## src/logic/clct_pkg.sv

```systemverilog
package clct_pkg;

  //--------------------------------------------------------------------------
  // Event geometry
  //--------------------------------------------------------------------------

  // Seven key groups of 32 half-strips each
  localparam int n_groups = 7;

  // Six CSC layers per candidate
  localparam int n_layers = 6;

  //--------------------------------------------------------------------------
  // Candidate field widths
  //--------------------------------------------------------------------------

  // Pattern id
  // Bits 6..4 hold the layer-hit count
  // Bits 3..1 hold the pattern number
  // Bit 0 gives the bend direction
  localparam int mxpatb  = 7;

  // Layer-hit count field at the top of the pattern id
  localparam int mxhitb  = 3;

  // Local key half-strip inside one group
  localparam int mxkeyb  = 5;

  // Global key is group index over local key
  localparam int mxkeybx = 8;

  // Comparator code with six 2-bit layer positions, layer 0 lowest
  localparam int mxpatc  = 12;
  localparam int mxposb  = 2;

  // Signed quarter-strip offset
  localparam int mxoffsb = 4;

  // Bend is direction bit over a 4-bit magnitude
  localparam int mxbndb  = 5;

  // Fit quality
  localparam int mxqltb  = 6;

  // Quarter-strip subkey
  localparam int mxxkyb  = 10;

  //--------------------------------------------------------------------------
  // Subkey sections
  //--------------------------------------------------------------------------

  // Keys 0 to 127 map into 0..511
  localparam int sect0_max_subkey = 511;

  // Keys 128 to 223 map into 512..895
  localparam int sect1_min_subkey = 512;
  localparam int sect1_max_subkey = 895;

endpackage

```

## src/logic/candidate_buffer.sv

```systemverilog
`timescale 1ns/100ps

module candidate_buffer
  import clct_pkg::*;
(
  input  logic               clock,
  input  logic               reset,
  input  logic               fit_strobe,
  input  logic [n_groups-1:0] group_enable,
  input  logic [mxpatb-1:0]  fit_pat   [n_groups],
  input  logic [mxkeyb-1:0]  fit_key   [n_groups],
  input  logic [mxpatc-1:0]  fit_carry [n_groups],
  input  logic [mxoffsb-1:0] fit_offs  [n_groups],
  input  logic [mxbndb-1:0]  fit_bend  [n_groups],
  input  logic [mxqltb-1:0]  fit_qlt   [n_groups],
  output logic               buf_strobe,
  output logic [mxpatb-1:0]  buf_pat   [n_groups],
  output logic [mxkeyb-1:0]  buf_key   [n_groups],
  output logic [mxpatc-1:0]  buf_carry [n_groups],
  output logic [mxoffsb-1:0] buf_offs  [n_groups],
  output logic [mxbndb-1:0]  buf_bend  [n_groups],
  output logic [mxqltb-1:0]  buf_qlt   [n_groups]
);

  //--------------------------------------------------------------------------
  // Pipeline cut between fit and sort
  //--------------------------------------------------------------------------

  // Enable is sampled as the event enters, not when it was fitted
  always_ff @(posedge clock)
  begin
    if (reset)
    begin
      for (int g = 0; g < n_groups; g++)
      begin
        buf_pat[g]   <= '0;
        buf_key[g]   <= '0;
        buf_carry[g] <= '0;
        buf_offs[g]  <= '0;
        buf_bend[g]  <= '0;
        buf_qlt[g]   <= '0;
      end
    end
    else if (fit_strobe)
    begin
      for (int g = 0; g < n_groups; g++)
      begin
        // Disabled group loses every sort with zero pattern and quality
        buf_pat[g]   <= group_enable[g] ? fit_pat[g] : '0;
        buf_qlt[g]   <= group_enable[g] ? fit_qlt[g] : '0;
        // Geometry passes through untouched
        buf_key[g]   <= fit_key[g];
        buf_carry[g] <= fit_carry[g];
        buf_offs[g]  <= fit_offs[g];
        buf_bend[g]  <= fit_bend[g];
      end
    end
  end

  // Strobe follows fit by one cycle
  always_ff @(posedge clock)
  begin
    if (reset)
      buf_strobe <= 1'b0;
    else
      buf_strobe <= fit_strobe;
  end

endmodule

```

## config.mk

```make
export PLATFORM = sky130hd
export DESIGN_NAME = candidate_buffer
export DESIGN_NICKNAME = d
export VERILOG_FILES = /design/src/logic/clct_pkg.sv /design/src/logic/candidate_buffer.sv
export SDC_FILE = /design/constraint.sdc
export NUM_CORES = 1
export LEC_CHECK = 0
export BUFFER_PORTS_ARGS = -buffer_cell sky130_fd_sc_hd__buf_2
export CORE_AREA = 2 2 215 217
export DETAILED_ROUTE_END_ITERATION = 16
export DIE_AREA = 0 0 217 219
export GPL_TIMING_DRIVEN = 0
export PLACE_DENSITY = 0.42
export SETUP_SLACK_MARGIN = 0.1
export SLEW_MARGIN = 10
export SYNTH_ARGS = -nofsm -noshare
export SYNTH_HDL_FRONTEND = slang
export SYNTH_SLANG_ARGS = --single-unit
```

## constraint.sdc

```tcl
create_clock -name clock -period 1.4 [get_ports clock]
set_input_delay 0.35 -clock clock [delete_from_list [all_inputs] [get_ports clock]]
set_output_delay 0.35 -clock clock [all_outputs]
set_load 0.01 [all_outputs]
```

# ---- Word level (Yosys, flattened, before mapping)
# Cells that the tools add are included.
dict set report op_classes {
  mux 14
}
# operator count
set op_table {}
lappend op_table {{$mux W7} 7}
lappend op_table {{$mux W6} 7}
dict set report totals {
  reg_bits 274
  in_bits 283
  output_inout_bits 274
}

# ---- Depth between registers and ports, before layout
dict set report depth {
  ltp_word 1
  depth_mapped 5
}

# ---- Worst setup path before layout
# Ideal clock, no wire load.
dict set report synth_path {
  kind {input -> register}
  startpoint {in fit_strobe}
  endpoint {reg buf_carry[49] in the netlist's numbering}
  slack_ps 280
  setup_ps 128
  path_stages 5
  t_required_ps 1272
  arrival_ps 992
  path_cell_list {buf_6 buf_12 buf_12 mux2i_1 nor2_1}
}
# item line
set synth_rtl {}
lappend synth_rtl {{start: declaration} candidate_buffer.sv:8} ;# input logic fit_strobe,
lappend synth_rtl {{end signal: indexed assignment} candidate_buffer.sv:53} ;# buf_carry[g] <= fit_carry[g];
lappend synth_rtl {{end: declaration} candidate_buffer.sv:19} ;# output logic [mxpatc-1:0] buf_carry [n_groups],

# ---- Worst setup path in the final report
dict set report layout_path {
  startpoint {reg buf_qlt[12] in the netlist's numbering}
  endpoint {out buf_qlt[12] in the netlist's numbering}
}
# item line
set layout_rtl {}
lappend layout_rtl {{start: declaration} candidate_buffer.sv:22} ;# output logic [mxqltb-1:0] buf_qlt [n_groups]
lappend layout_rtl {{start signal: indexed assignment} candidate_buffer.sv:50} ;# buf_qlt[g] <= group_enable[g] ? fit_qlt[g] : '0;
# No word-level cell between the ends.

==> flow_summary.toml <==
[run]
max_cap_violations = 0

[clock_network]
cts_tree = "built"
clock_latency_ps = 520
cts_root_buf = "clkbuf_16"
htreeDepth = 2
clock-sinks = 274
clock_path_buffers = 3
cts_made_buffers = 34
path_clk_slew_ps = 60
cts_hold_buf = 0

[setup_path]
ff2ff_path_depth = 3
cp_num_cells = 1
cp_slowest_cell = "dfxtp_4"
crit_chain = "buf_6"
cp_max_fo = 2
arrival_ps = 1000
worstPathBufferInverterCount = 1
critPathCaptureType = "output port"
worstSetupPathType = "reg -> out"
cp_top_family = "flip-flops"
start_kind = "flip-flop"
cp.required_ps = 1050
cp_slowest_stage_delay_ps = 360

[run_status]
status = "complete, no violations"

[synthesis]
ys_ff_latch = 274
synth_top_area_cell = "dfxtp_1"
synth.avg_cell_area_um2 = 10.3
synthCells = 990
synth_nets = 1273
synth_area_leaders = "dfxtp_1 (54%), mux2i_1 (18%), nor2_1 (6.7%)"
ys_types = 14
yosysTopAreaCellShare = 0.536
syn_area_um2 = 10200
seq_area_frac_synth = 0.536
synth_warnings = 0

[detailed_routing]
remaining_drc_errors = 0
drtPass1Iterations = 4
finalWirelength_um = 40500
wl_per_cell_um = 18.1
via_count = 9313
drtIter0Drc = 273
routed_via_density = 4.17
ant_nets = 0

[grt]
grt_pass1_vias = 9456
antenna_found_initial = 9
overflow = 0
grt_max_degree = 13
track_usage = 0.163
grt_pass1_wl_um = 58400

[place]
dpl-instance-area_um2 = 13800
dp.cells = 2144
hpwl_um = 30700
gp_congestion = 0.805
numPortBuffers = 554

[timing]
tightest_slew_ps = 940
min_period_ps = 1350
hold_violations = 0
setup_viol = 0
fin_skew_ps = 0
whs_ps = 58.8
max_freq_ghz = 0.739
drv_slew = 0
post-route-period-util = 0.967
rsz0062_at_grt = "yes"
slew_headroom = 0.373

[die]
die_w_um = 217
io_pins = 557
row_count = 78
core_um2 = 45100
start_util = 0.227
die_height_um = 219
die_area_um2 = 47500

[cells_and_area]
drive_above_1_share = 0.583
fin_area_um2 = 17100
syn2layout_area_growth_pct = 66.9
final_cells = 2233
nets = 1891

[min_path]
hold_path.class = "in -> reg"
hold_depth = 3

[pwr]
p_leak_nw = 7.89
powerDensity_nw_per_um2 = 1160
peakVddDrop_mv = 0.621
repair_timing:
action / 4_1_cts / 5_1_grt
gates cloned: 0 / 0
endpoints found under the hold margin: 0 / 0
setup buffers: 9 / 19
resized for setup: 595 / 0
setup endpoints to repair: 274 / 274
pin swaps: 0 / 0
cells in the final DEF, fill, tap and decap left out:
master and n:
buf_6 288, buf_2 283, dfxtp_2 272, mux2i_1 182, nor2_1 182, nand2b_1 91
nand3_1 91, a21oi_1 91, clkbuf_1 41, clkbuf_16 35, buf_4 33, buf_12 19
clkinv_2 7, clkbuf_8 6, diode_2 4, buf_8 2, dfxtp_4 2, buf_1 1
nor2b_1 1, inv_6 1, clkinvlp_4 1
metrics by stage:
step / total power, mW / TNS (ps) / worst slack [ps] / utilization
after floorplan: 9.82 / 0 / 280 / -
after global placement: 11.0 / -6900 / -288 / 0.305
after detailed placement: 11.0 / -7260 / -300 / 0.305
after CTS: 20.1 / 0 / 3.52 / 0.375
after global routing: 20.7 / 0 / 7.18 / 0.379
final: 19.8 / 0 / 46.2 / 0.379
final timing paths:
kind                    to  slack [ps]          start
max reg2reg     buf_key[6]         620     buf_key[6]
max            buf_qlt[12]          50    buf_qlt[12]
min reg2reg    buf_qlt[23]         470    buf_qlt[23]
min          buf_carry[50]          60  fit_carry[50]
routing by layer:
layer	vias to the layer above	GRT usage	routed length, um
met5	-	0	41
met4	6	0.0655	1130
met3	69	0.0529	3460
met2	369	0.292	20500
met1	4314	0.176	15400
li1	4555	-	-
registers in the layout, summed over array words and instances (netlist names):
signal / cells
buf_key: 35
buf_bend: 35
buf_carry: 84
buf_strobe: 1
buf_offs: 28
buf_qlt: 42
buf_pat: 49
synthesized netlist by cell type:
cell / n
buf_6: 14
nand2b_1: 91
buf_2: 3
buf_12: 19
nor2b_1: 1
nor2_1: 182
a21oi_1: 91
buf_4: 5
dfxtp_1: 274
clkbuf_1: 34
mux2i_1: 182
buf_8: 2
nand3_1: 91
buf_1: 1
power by group:
part	total, mW	switching [mW]	internal (mW)	leakage, nW
clock	8.33	3.45	4.88	0.515
combinational	2.90	1.27	1.63	5.02
sequential	8.59	0.296	8.30	2.36
total	19.8	5.01	14.8	7.89
cell families (layout without fill, tap and decap cells):
kind of cell	count (synthesis)	after routing	share of synthesized area
mux	182	182	0.178
compound gates	91	91	0.0445
simple gates	365	365	0.168
other cells	0	4	0
flops	274	274	0.536
buf+inv	78	717	0.0735
cell type report:
| type | count | area, um^2 |
|---|---|---|
| fillers | 4681 | 28000 |
| flip-flops and latches | 274 | 5830 |
| repair buffers | 582 | 4700 |
| multi-input cells | 638 | 3990 |
| clock buffers | 48 | 985 |
| plain buffers | 78 | 752 |
| well taps | 600 | 751 |
| clock inverters | 9 | 51.3 |
| diodes | 4 | 10.0 |
(Power assumes the default switching activity.)
