--- config.mk ---
export PLATFORM = sky130hd
export DESIGN_NAME = pattern_fit_lut
export DESIGN_NICKNAME = d
export VERILOG_FILES = /design/src/logic/clct_pkg.sv /design/src/logic/pattern_fit_lut.sv
export SDC_FILE = /design/constraint.sdc
export NUM_CORES = 1
export LEC_CHECK = 0
export BUFFER_PORTS_ARGS = -buffer_cell sky130_fd_sc_hd__buf_4
export CORE_UTILIZATION = 55
export DETAILED_ROUTE_END_ITERATION = 16
export GPL_TIMING_DRIVEN = 0
export PLACE_DENSITY = 0.81
export SYNTH_ARGS = -nofsm -noshare
export SYNTH_HDL_FRONTEND = slang
export SYNTH_SLANG_ARGS = --single-unit
--- constraint.sdc ---
create_clock -name clock -period 7.89 [get_ports clock]
set_clock_uncertainty 0.15 [all_clocks]
set_input_delay 0.3945 -clock clock [delete_from_list [all_inputs] [get_ports clock]]
set_output_delay 0.3945 -clock clock [all_outputs]
set_load 0.005 [all_outputs]
--- src/logic/clct_pkg.sv ---
package clct_pkg;

  //--------------------------------------------------------------------------
  // Event geometry
  //--------------------------------------------------------------------------

  // Seven key groups of 32 half-strips each
  localparam int n_groups = 7;

  // Six CSC layers per candidate
  localparam int n_layers = 6;

  //--------------------------------------------------------------------------
  // Candidate field widths
  //--------------------------------------------------------------------------

  // Pattern id
  // Bits 6..4 hold the layer-hit count
  // Bits 3..1 hold the pattern number
  // Bit 0 gives the bend direction
  localparam int mxpatb  = 7;

  // Layer-hit count field at the top of the pattern id
  localparam int mxhitb  = 3;

  // Local key half-strip inside one group
  localparam int mxkeyb  = 5;

  // Global key is group index over local key
  localparam int mxkeybx = 8;

  // Comparator code with six 2-bit layer positions, layer 0 lowest
  localparam int mxpatc  = 12;
  localparam int mxposb  = 2;

  // Signed quarter-strip offset
  localparam int mxoffsb = 4;

  // Bend is direction bit over a 4-bit magnitude
  localparam int mxbndb  = 5;

  // Fit quality
  localparam int mxqltb  = 6;

  // Quarter-strip subkey
  localparam int mxxkyb  = 10;

  //--------------------------------------------------------------------------
  // Subkey sections
  //--------------------------------------------------------------------------

  // Keys 0 to 127 map into 0..511
  localparam int sect0_max_subkey = 511;

  // Keys 128 to 223 map into 512..895
  localparam int sect1_min_subkey = 512;
  localparam int sect1_max_subkey = 895;

endpackage

--- src/logic/pattern_fit_lut.sv ---
`timescale 1ns/100ps

module pattern_fit_lut
  import clct_pkg::*;
(
  input  logic               clock,
  input  logic               reset,
  input  logic               in_strobe,
  input  logic [mxpatb-1:0]  pat       [n_groups],
  input  logic [mxkeyb-1:0]  key       [n_groups],
  input  logic [mxpatc-1:0]  carry     [n_groups],
  output logic               fit_strobe,
  output logic [mxpatb-1:0]  fit_pat   [n_groups],
  output logic [mxkeyb-1:0]  fit_key   [n_groups],
  output logic [mxpatc-1:0]  fit_carry [n_groups],
  output logic [mxoffsb-1:0] fit_offs  [n_groups],
  output logic [mxbndb-1:0]  fit_bend  [n_groups],
  output logic [mxqltb-1:0]  fit_qlt   [n_groups]
);

  // Position sum is centred on half the full-scale sum (6 layers x 3)
  localparam int pos_max     = (1 << mxposb) - 1;
  localparam int offs_center = n_layers * pos_max / 2;

  // Signed offset range
  localparam int offs_min = -(1 << (mxoffsb - 1));
  localparam int offs_max = (1 << (mxoffsb - 1)) - 1;

  //--------------------------------------------------------------------------
  // Per-group fit
  //--------------------------------------------------------------------------

  for (genvar g = 0; g < n_groups; g++)
  begin : gen_group
    logic [mxposb-1:0]   p [n_layers];
    logic [3:0]          sum_lo;
    logic [3:0]          sum_hi;
    logic [4:0]          p_sum;
    logic [mxposb-1:0]   p_max;
    logic [mxposb-1:0]   p_min;
    logic [mxhitb-1:0]   hits;
    logic [mxoffsb-1:0]  offs_c;
    logic [mxbndb-2:0]   bend_mag;
    logic [mxqltb-1:0]   qlt_c;

    // Split the comparator code into layer positions
    always_comb
    begin
      for (int i = 0; i < n_layers; i++)
        p[i] = carry[g][mxposb*i +: mxposb];
    end

    // Lower three and upper three layers
    always_comb
    begin
      sum_lo = 4'(p[0]) + 4'(p[1]) + 4'(p[2]);
      sum_hi = 4'(p[3]) + 4'(p[4]) + 4'(p[5]);
      p_sum  = 5'(sum_lo) + 5'(sum_hi);
    end

    // Offset from centred sum, clipped to 4-bit signed
    always_comb
    begin
      int offs_full;
      offs_full = int'(p_sum) - offs_center;
      if (offs_full < offs_min)
        offs_c = mxoffsb'(offs_min);
      else if (offs_full > offs_max)
        offs_c = mxoffsb'(offs_max);
      else
        offs_c = mxoffsb'(offs_full);
    end

    // Bend magnitude is |upper - lower|
    assign bend_mag = (sum_hi >= sum_lo) ? (sum_hi - sum_lo) : (sum_lo - sum_hi);

    // Spread of positions across layers
    always_comb
    begin
      p_max = p[0];
      p_min = p[0];
      for (int i = 1; i < n_layers; i++)
      begin
        if (p[i] > p_max)
          p_max = p[i];
        if (p[i] < p_min)
          p_min = p[i];
      end
    end

    // Quality = 8*hits + 7 - spread, forced to 0 with no hits
    assign hits  = pat[g][mxpatb-1 -: mxhitb];
    assign qlt_c = (hits == '0) ? '0 : ({hits, 3'b111} - mxqltb'(p_max - p_min));

    // Stage register, loads only with an event
    always_ff @(posedge clock)
    begin
      if (reset)
      begin
        fit_pat[g]   <= '0;
        fit_key[g]   <= '0;
        fit_carry[g] <= '0;
        fit_offs[g]  <= '0;
        fit_bend[g]  <= '0;
        fit_qlt[g]   <= '0;
      end
      else if (in_strobe)
      begin
        fit_pat[g]   <= pat[g];
        fit_key[g]   <= key[g];
        fit_carry[g] <= carry[g];
        fit_offs[g]  <= offs_c;
        fit_bend[g]  <= {pat[g][0], bend_mag};
        fit_qlt[g]   <= qlt_c;
      end
    end
  end

  // Event strobe, one cycle behind the input
  always_ff @(posedge clock)
  begin
    if (reset)
      fit_strobe <= 1'b0;
    else
      fit_strobe <= in_strobe;
  end

endmodule

Word-level counts from Yosys, hierarchy flattened
Cells that the tools add are included.

word-level totals
  register bits after elaboration = 274
  input bits = 171
  output and inout port bits = 274
  word-level logic and storage cells = 309

operators by class
  add/subtract/negate cells = 70
  magnitude comparators = 91
  mux-type cells = 98
  reductions and logical operators = 7

operators by type and width
  kind                                                                   count
  2-bit 2-to-1 mux                                                       70
  4-bit 2-to-1 mux                                                       21
  2-bit > comparator                                                     35
  2-bit < comparator                                                     35
  3-bit by 2-bit adder with 4-bit output                                 14
  4-bit subtractor                                                       14
  2-bit by 2-bit adder with 3-bit output                                 14
  6-bit by 4-bit > comparator with 1-bit output (second input constant)  7
  6-bit by 4-bit < comparator with 1-bit output (second input constant)  7
  6-bit 2-to-1 mux                                                       7
  5-bit by 4-bit subtractor with 6-bit output (second input constant)    7
  6-bit subtractor                                                       7
  4-bit by 4-bit adder with 5-bit output                                 7
  4-bit greater-or-equal comparator                                      7
  3-bit zero test                                                        7
  2-bit by 2-bit subtractor with 3-bit output                            7

Depth between registers and ports, before layout
  depth after elaboration = 13
  mapped depth = 33
  gate-level depth less buffers = 33

Worst setup path before layout
OpenSTA, ideal clock, no wires.

  path kind = input-to-reg
  start point = input carry[73] (netlist name)
  end point = register fit_qlt[41] (netlist name)
  setup time = 0.128 ns
  arrival time = 5.728 ns
  required time = 7.612 ns
  path slack = 1.885 ns
  stages = 33
  path buffers = 0
  cells stage by stage = inv_1 -> ha_1 -> o21bai_1 -> nand2_1 -> o21a_1 -> ha_1 -> inv_1 -> o22ai_1 -> o211a_1 -> o21bai_1 -> ha_1 -> inv_1 -> o22ai_1 -> o21ai_0 -> o22a_1 -> ha_1 -> inv_1 -> o22ai_1 -> or2_2 -> nand2_1 -> ha_1 -> inv_1 -> o22ai_1 -> nor2_1 -> a31o_2 -> ha_1 -> fa_1 -> ha_1 -> fa_1 -> xnor2_1 -> xnor2_1 -> a22oi_1 -> nor2_1

on the way
  longest elaborated chain between the ends = 13
  elaborated cells between the ends (all ways) = 23
  classes of those cells = 2 x add/sub; 10 x order compare; 11 x mux

ends and longest elaborated chain
  item                                                             RTL line                                      source
  from (decl)                                                      pattern_fit_lut.sv:11                         input logic [mxpatc-1:0] carry [n_groups],
  2-bit > comparator / 2-bit < comparator (equally long branches)  pattern_fit_lut.sv:84, pattern_fit_lut.sv:86
  2-bit 2-to-1 mux (on tied branches)                              pattern_fit_lut.sv:84, pattern_fit_lut.sv:86
  2-bit > comparator / 2-bit < comparator (equally long branches)  pattern_fit_lut.sv:84, pattern_fit_lut.sv:86
  2-bit 2-to-1 mux (on tied branches)                              pattern_fit_lut.sv:84, pattern_fit_lut.sv:86
  2-bit > comparator / 2-bit < comparator (equally long branches)  pattern_fit_lut.sv:84, pattern_fit_lut.sv:86
  2-bit 2-to-1 mux (on tied branches)                              pattern_fit_lut.sv:84, pattern_fit_lut.sv:86
  2-bit > comparator / 2-bit < comparator (equally long branches)  pattern_fit_lut.sv:84, pattern_fit_lut.sv:86
  2-bit 2-to-1 mux (on tied branches)                              pattern_fit_lut.sv:84, pattern_fit_lut.sv:86
  2-bit > comparator / 2-bit < comparator (equally long branches)  pattern_fit_lut.sv:84, pattern_fit_lut.sv:86
  2-bit 2-to-1 mux (on tied branches)                              pattern_fit_lut.sv:84, pattern_fit_lut.sv:86
  2-bit by 2-bit subtractor with 3-bit output *                    pattern_fit_lut.sv:93                         assign qlt_c = (hits == '0) ? '0 : ({hits, 3'b111} - mxqltb'(p_max - p_min));
  6-bit subtractor *                                               pattern_fit_lut.sv:93
  6-bit 2-to-1 mux *                                               pattern_fit_lut.sv:93
  to (signal, indexed assignment)                                  pattern_fit_lut.sv:114                        fit_qlt[g] <= qlt_c;
  to (decl)                                                        pattern_fit_lut.sv:18                         output logic [mxqltb-1:0] fit_qlt [n_groups]

Every way passes the cells marked *; elsewhere a longest branch is shown, timed or not.
A chain may end at the register's enable or synchronous reset.

Worst setup path after layout
  start point = input carry[1] (netlist name)
  end point = register fit_qlt[5] (netlist name)

The elaborated chain is that of the path after synthesis.

==> results by group <==
STA
  – Final Max Slew Viols: 0
  – Tmin final: 6.77 ns
  – Headroom to the max-slew limit: 19.7%
  – Tightest Pin Transition: 1.20 ns
  – RSZ-0062 raised after global routing: no
  – Final worst-path cycle share: 85.8%
  – F_max: 148 MHz
  – Final Hold Fails: 0
  – Setup TNS after final layout: 0 ns
  – Final setup fails: 0
  – Hold Slack: 0.00650 ns
  – Final WS setup: 1.12 ns

Critical path
  – Crit end category: flop
  – Crit path kind: input port to flop
  – Critical path's top delay family: adder cells
  – CP arrival: 7.03 ns
  – Crit path top cell by count: ha_1
  – CP max stage cell: dlygate4sd3_1
  – WP buf/inv: 7
  – Worst EP required: 8.15 ns
  – CP Max Fanout: 4
  – Max incr delay on CP: 0.55 ns
  – Startpoint types: input port

Yosys
  – Top-count cell post-synth: nor2_1
  – Mapped Cells: 2078
  – Async SR Flop Fraction: 0%
  – Syn Area/Cell: 9.10 um2
  – Primary FF master, synth: dfxtp_1
  – Number of synthesized flops with an enable pin: 0
  – Net Count, Synth: 2627
  – Seq/Total Area, Yosys: 28.3%
  – Synthesized area: 18900 um2
  – Count of cell types in the netlist: 67
  – Yosys warnings: 0
  – #FFs+latches synth: 267
  – Top post-synthesis cells by count: nor2_1 (310), ha_1 (308), dfxtp_1 (267)
  – Share of the synthesized area in the top cell type: 28.3%
  – Ranking of synthesized cells by area: dfxtp_1 (28%), ha_1 (20%), mux2i_1 (9.6%)
  – Yosys top cell by area: dfxtp_1

Layout
  – Register area: 5350 um2
  – # diodes: 0
  – Nets: 3238
  – Area of the multi-input gates: 12200 um2
  – Area delta synth->final: 32.7%
  – Non-Filler Instances: 3159
  – # fillers: 2324
  – Layout cells sized above 1: 21.2%

Die
  – Die area: 35100 um2
  – # IOs: 445
  – Initial Util: 56.1%
  – Die Y: 187 um
  – Core Rows: 67
  – Die width: 187 um
  – Core Area: 33700 um2

Placement
  – Dpl cells: 2968
  – Dpl ws: 1.19 ns
  – GP Congestion: 0.902
  – IO buf count: 442
  – Post-DP HPWL: 44500 um

Min path
  – Hold Path Class: input port to flop

GRT
  – Gr usage total: 33.8%
  – Initial antenna violation count: 2
  – First-pass GRT wire length: 95100 um
  – Vias in the first global route: 18100
  – Remaining global-route overflow: 0
  – Largest net degree at the start of global routing: 15

CTS
  – Clock latency on the worst-skew pair: 0.56 ns
  – # resized after CTS: 0
  – Hold-fix buffers at CTS: 138
  – Clock Tree Root: clkbuf_16
  – Postcts setup bufs: 0
  – Max clock buf depth: 3
  – H-tree Lvls: 1
  – Clock transition at path regs: 0.06 ns
  – Cts bufs inserted: 29
  – CTS tree: done
  – Num Clock Sinks: 267

Detailed routing
  – Final ANT Viol Nets: 0
  – DR iter-0 viols: 821
  – DRC: 0
  – First-pass DRT Iterations: 5
  – DR WL/cell: 19.4 um
  – Total Wirelength: 61200 um
  – DR vias/cell: 5.57
  – Via count: 17600

Pwr
  – Power Density: 203 nW/um2
  – PnR Total Power: 5.10 mW
  – Leakage: 12.8 nW
  – VDD IR-drop max: 0.170 mV

Outcome
  – Status: completed

Run
  – Max Cap Viol: 0
logic make-up (layout without fill, tap and decap cells):
kind of cell             after synthesis  in the layout  share of synthesized area [%]
AO/OA/AOI/OAI                        369            369                           13.6
XOR/XNOR                              26             26                           1.20
adder cells (fa/ha/maj)              378            378                           27.8
buffers and inverters                343            976                           7.26
flip-flops                           267            267                           28.3
multiplexers                         190            190                           10.2
AND/OR/NAND/NOR                      505            505                           11.7
layer usage:
| metal | global-route usage [%] | wire length, um | vias to the layer above |
|---|---|---|---|
| li1 | - | - | 8263 |
| met1 | 37.9 | 23800 | 8428 |
| met2 | 61.0 | 29900 | 726 |
| met3 | 6.66 | 4370 | 179 |
| met4 | 16.6 | 3190 | 0 |
| met5 | 0 | 0 | - |
sequential cells by signal, summed over array words and instances, names as in the netlist:
register / count
fit_key: 35
fit_bend: 28
fit_qlt: 42
fit_pat: 49
fit_carry: 84
fit_offs: 28
fit_strobe: 1
cell usage in the layout, fill, tap and decap left out, types with 40 or more instances in the layout:
cell type | Yosys | layout
a21oi_1 | 97 | 97
dfxtp_1 | 267 | 267
buf_4 | 8 | 450
nand2_1 | 67 | 67
nor2_1 | 310 | 310
ha_1 | 308 | 308
inv_1 | 263 | 263
clkbuf_1 | 38 | 40
mux2i_1 | 182 | 182
fa_1 | 70 | 70
dlygate4sd3_1 | 0 | 138
where the power goes:
| group | internal (mW) | total, mW | switching, mW |
|---|---|---|---|
| clock network | 0.733 | 1.32 | 0.592 |
| registers | 1.50 | 1.59 | 0.0958 |
| logic | 1.03 | 2.19 | 1.16 |
| total | 3.25 | 5.10 | 1.85 |
per-stage QoR:
| stage | cell area (um2) | utilization [%] |
|---|---|---|
| after floorplan | 18900 | - |
| after global placement | 22800 | 67.6 |
| after detailed placement | 22800 | 67.6 |
| after CTS | 25100 | 74.4 |
| after global routing | 25100 | 74.4 |
| final | 25100 | 74.4 |
path summary, 6_finish.rpt:
kind                                  start                          to  slack [ns]  depth (start not counted)
setup / recovery                   carry[1]     fit_qlt[5]$_SDFFE_PP0P_        1.12                         35
hold / removal                    carry[41]  fit_carry[41]$_SDFFE_PP0P_       0.006                          3
setup reg to reg   fit_offs[8]$_SDFFE_PP0P_    fit_offs[8]$_SDFFE_PP0P_        6.78                          3
hold reg to reg   fit_offs[27]$_SDFFE_PP0P_   fit_offs[27]$_SDFFE_PP0P_        0.32                          2
layout make-up:
class / count / share of cell area (%)
Sequential cell: 267 / 21.3
Timing Repair Buffer: 580 / 18.7
Inverter: 265 / 3.97
Tap cell: 448 / 2.24
Clock inverter: 16 / 0.409
Clock buffer: 37 / 3.25
Multi-Input combinational cell: 1468 / 48.6
Buffer: 78 / 1.50
worst min-delay path, cell delays in order:
cell and delay (ns):
buf_4 0.13, mux2i_1 0.08, nor2_1 0.08
Power figures use the tool's default switching activity.
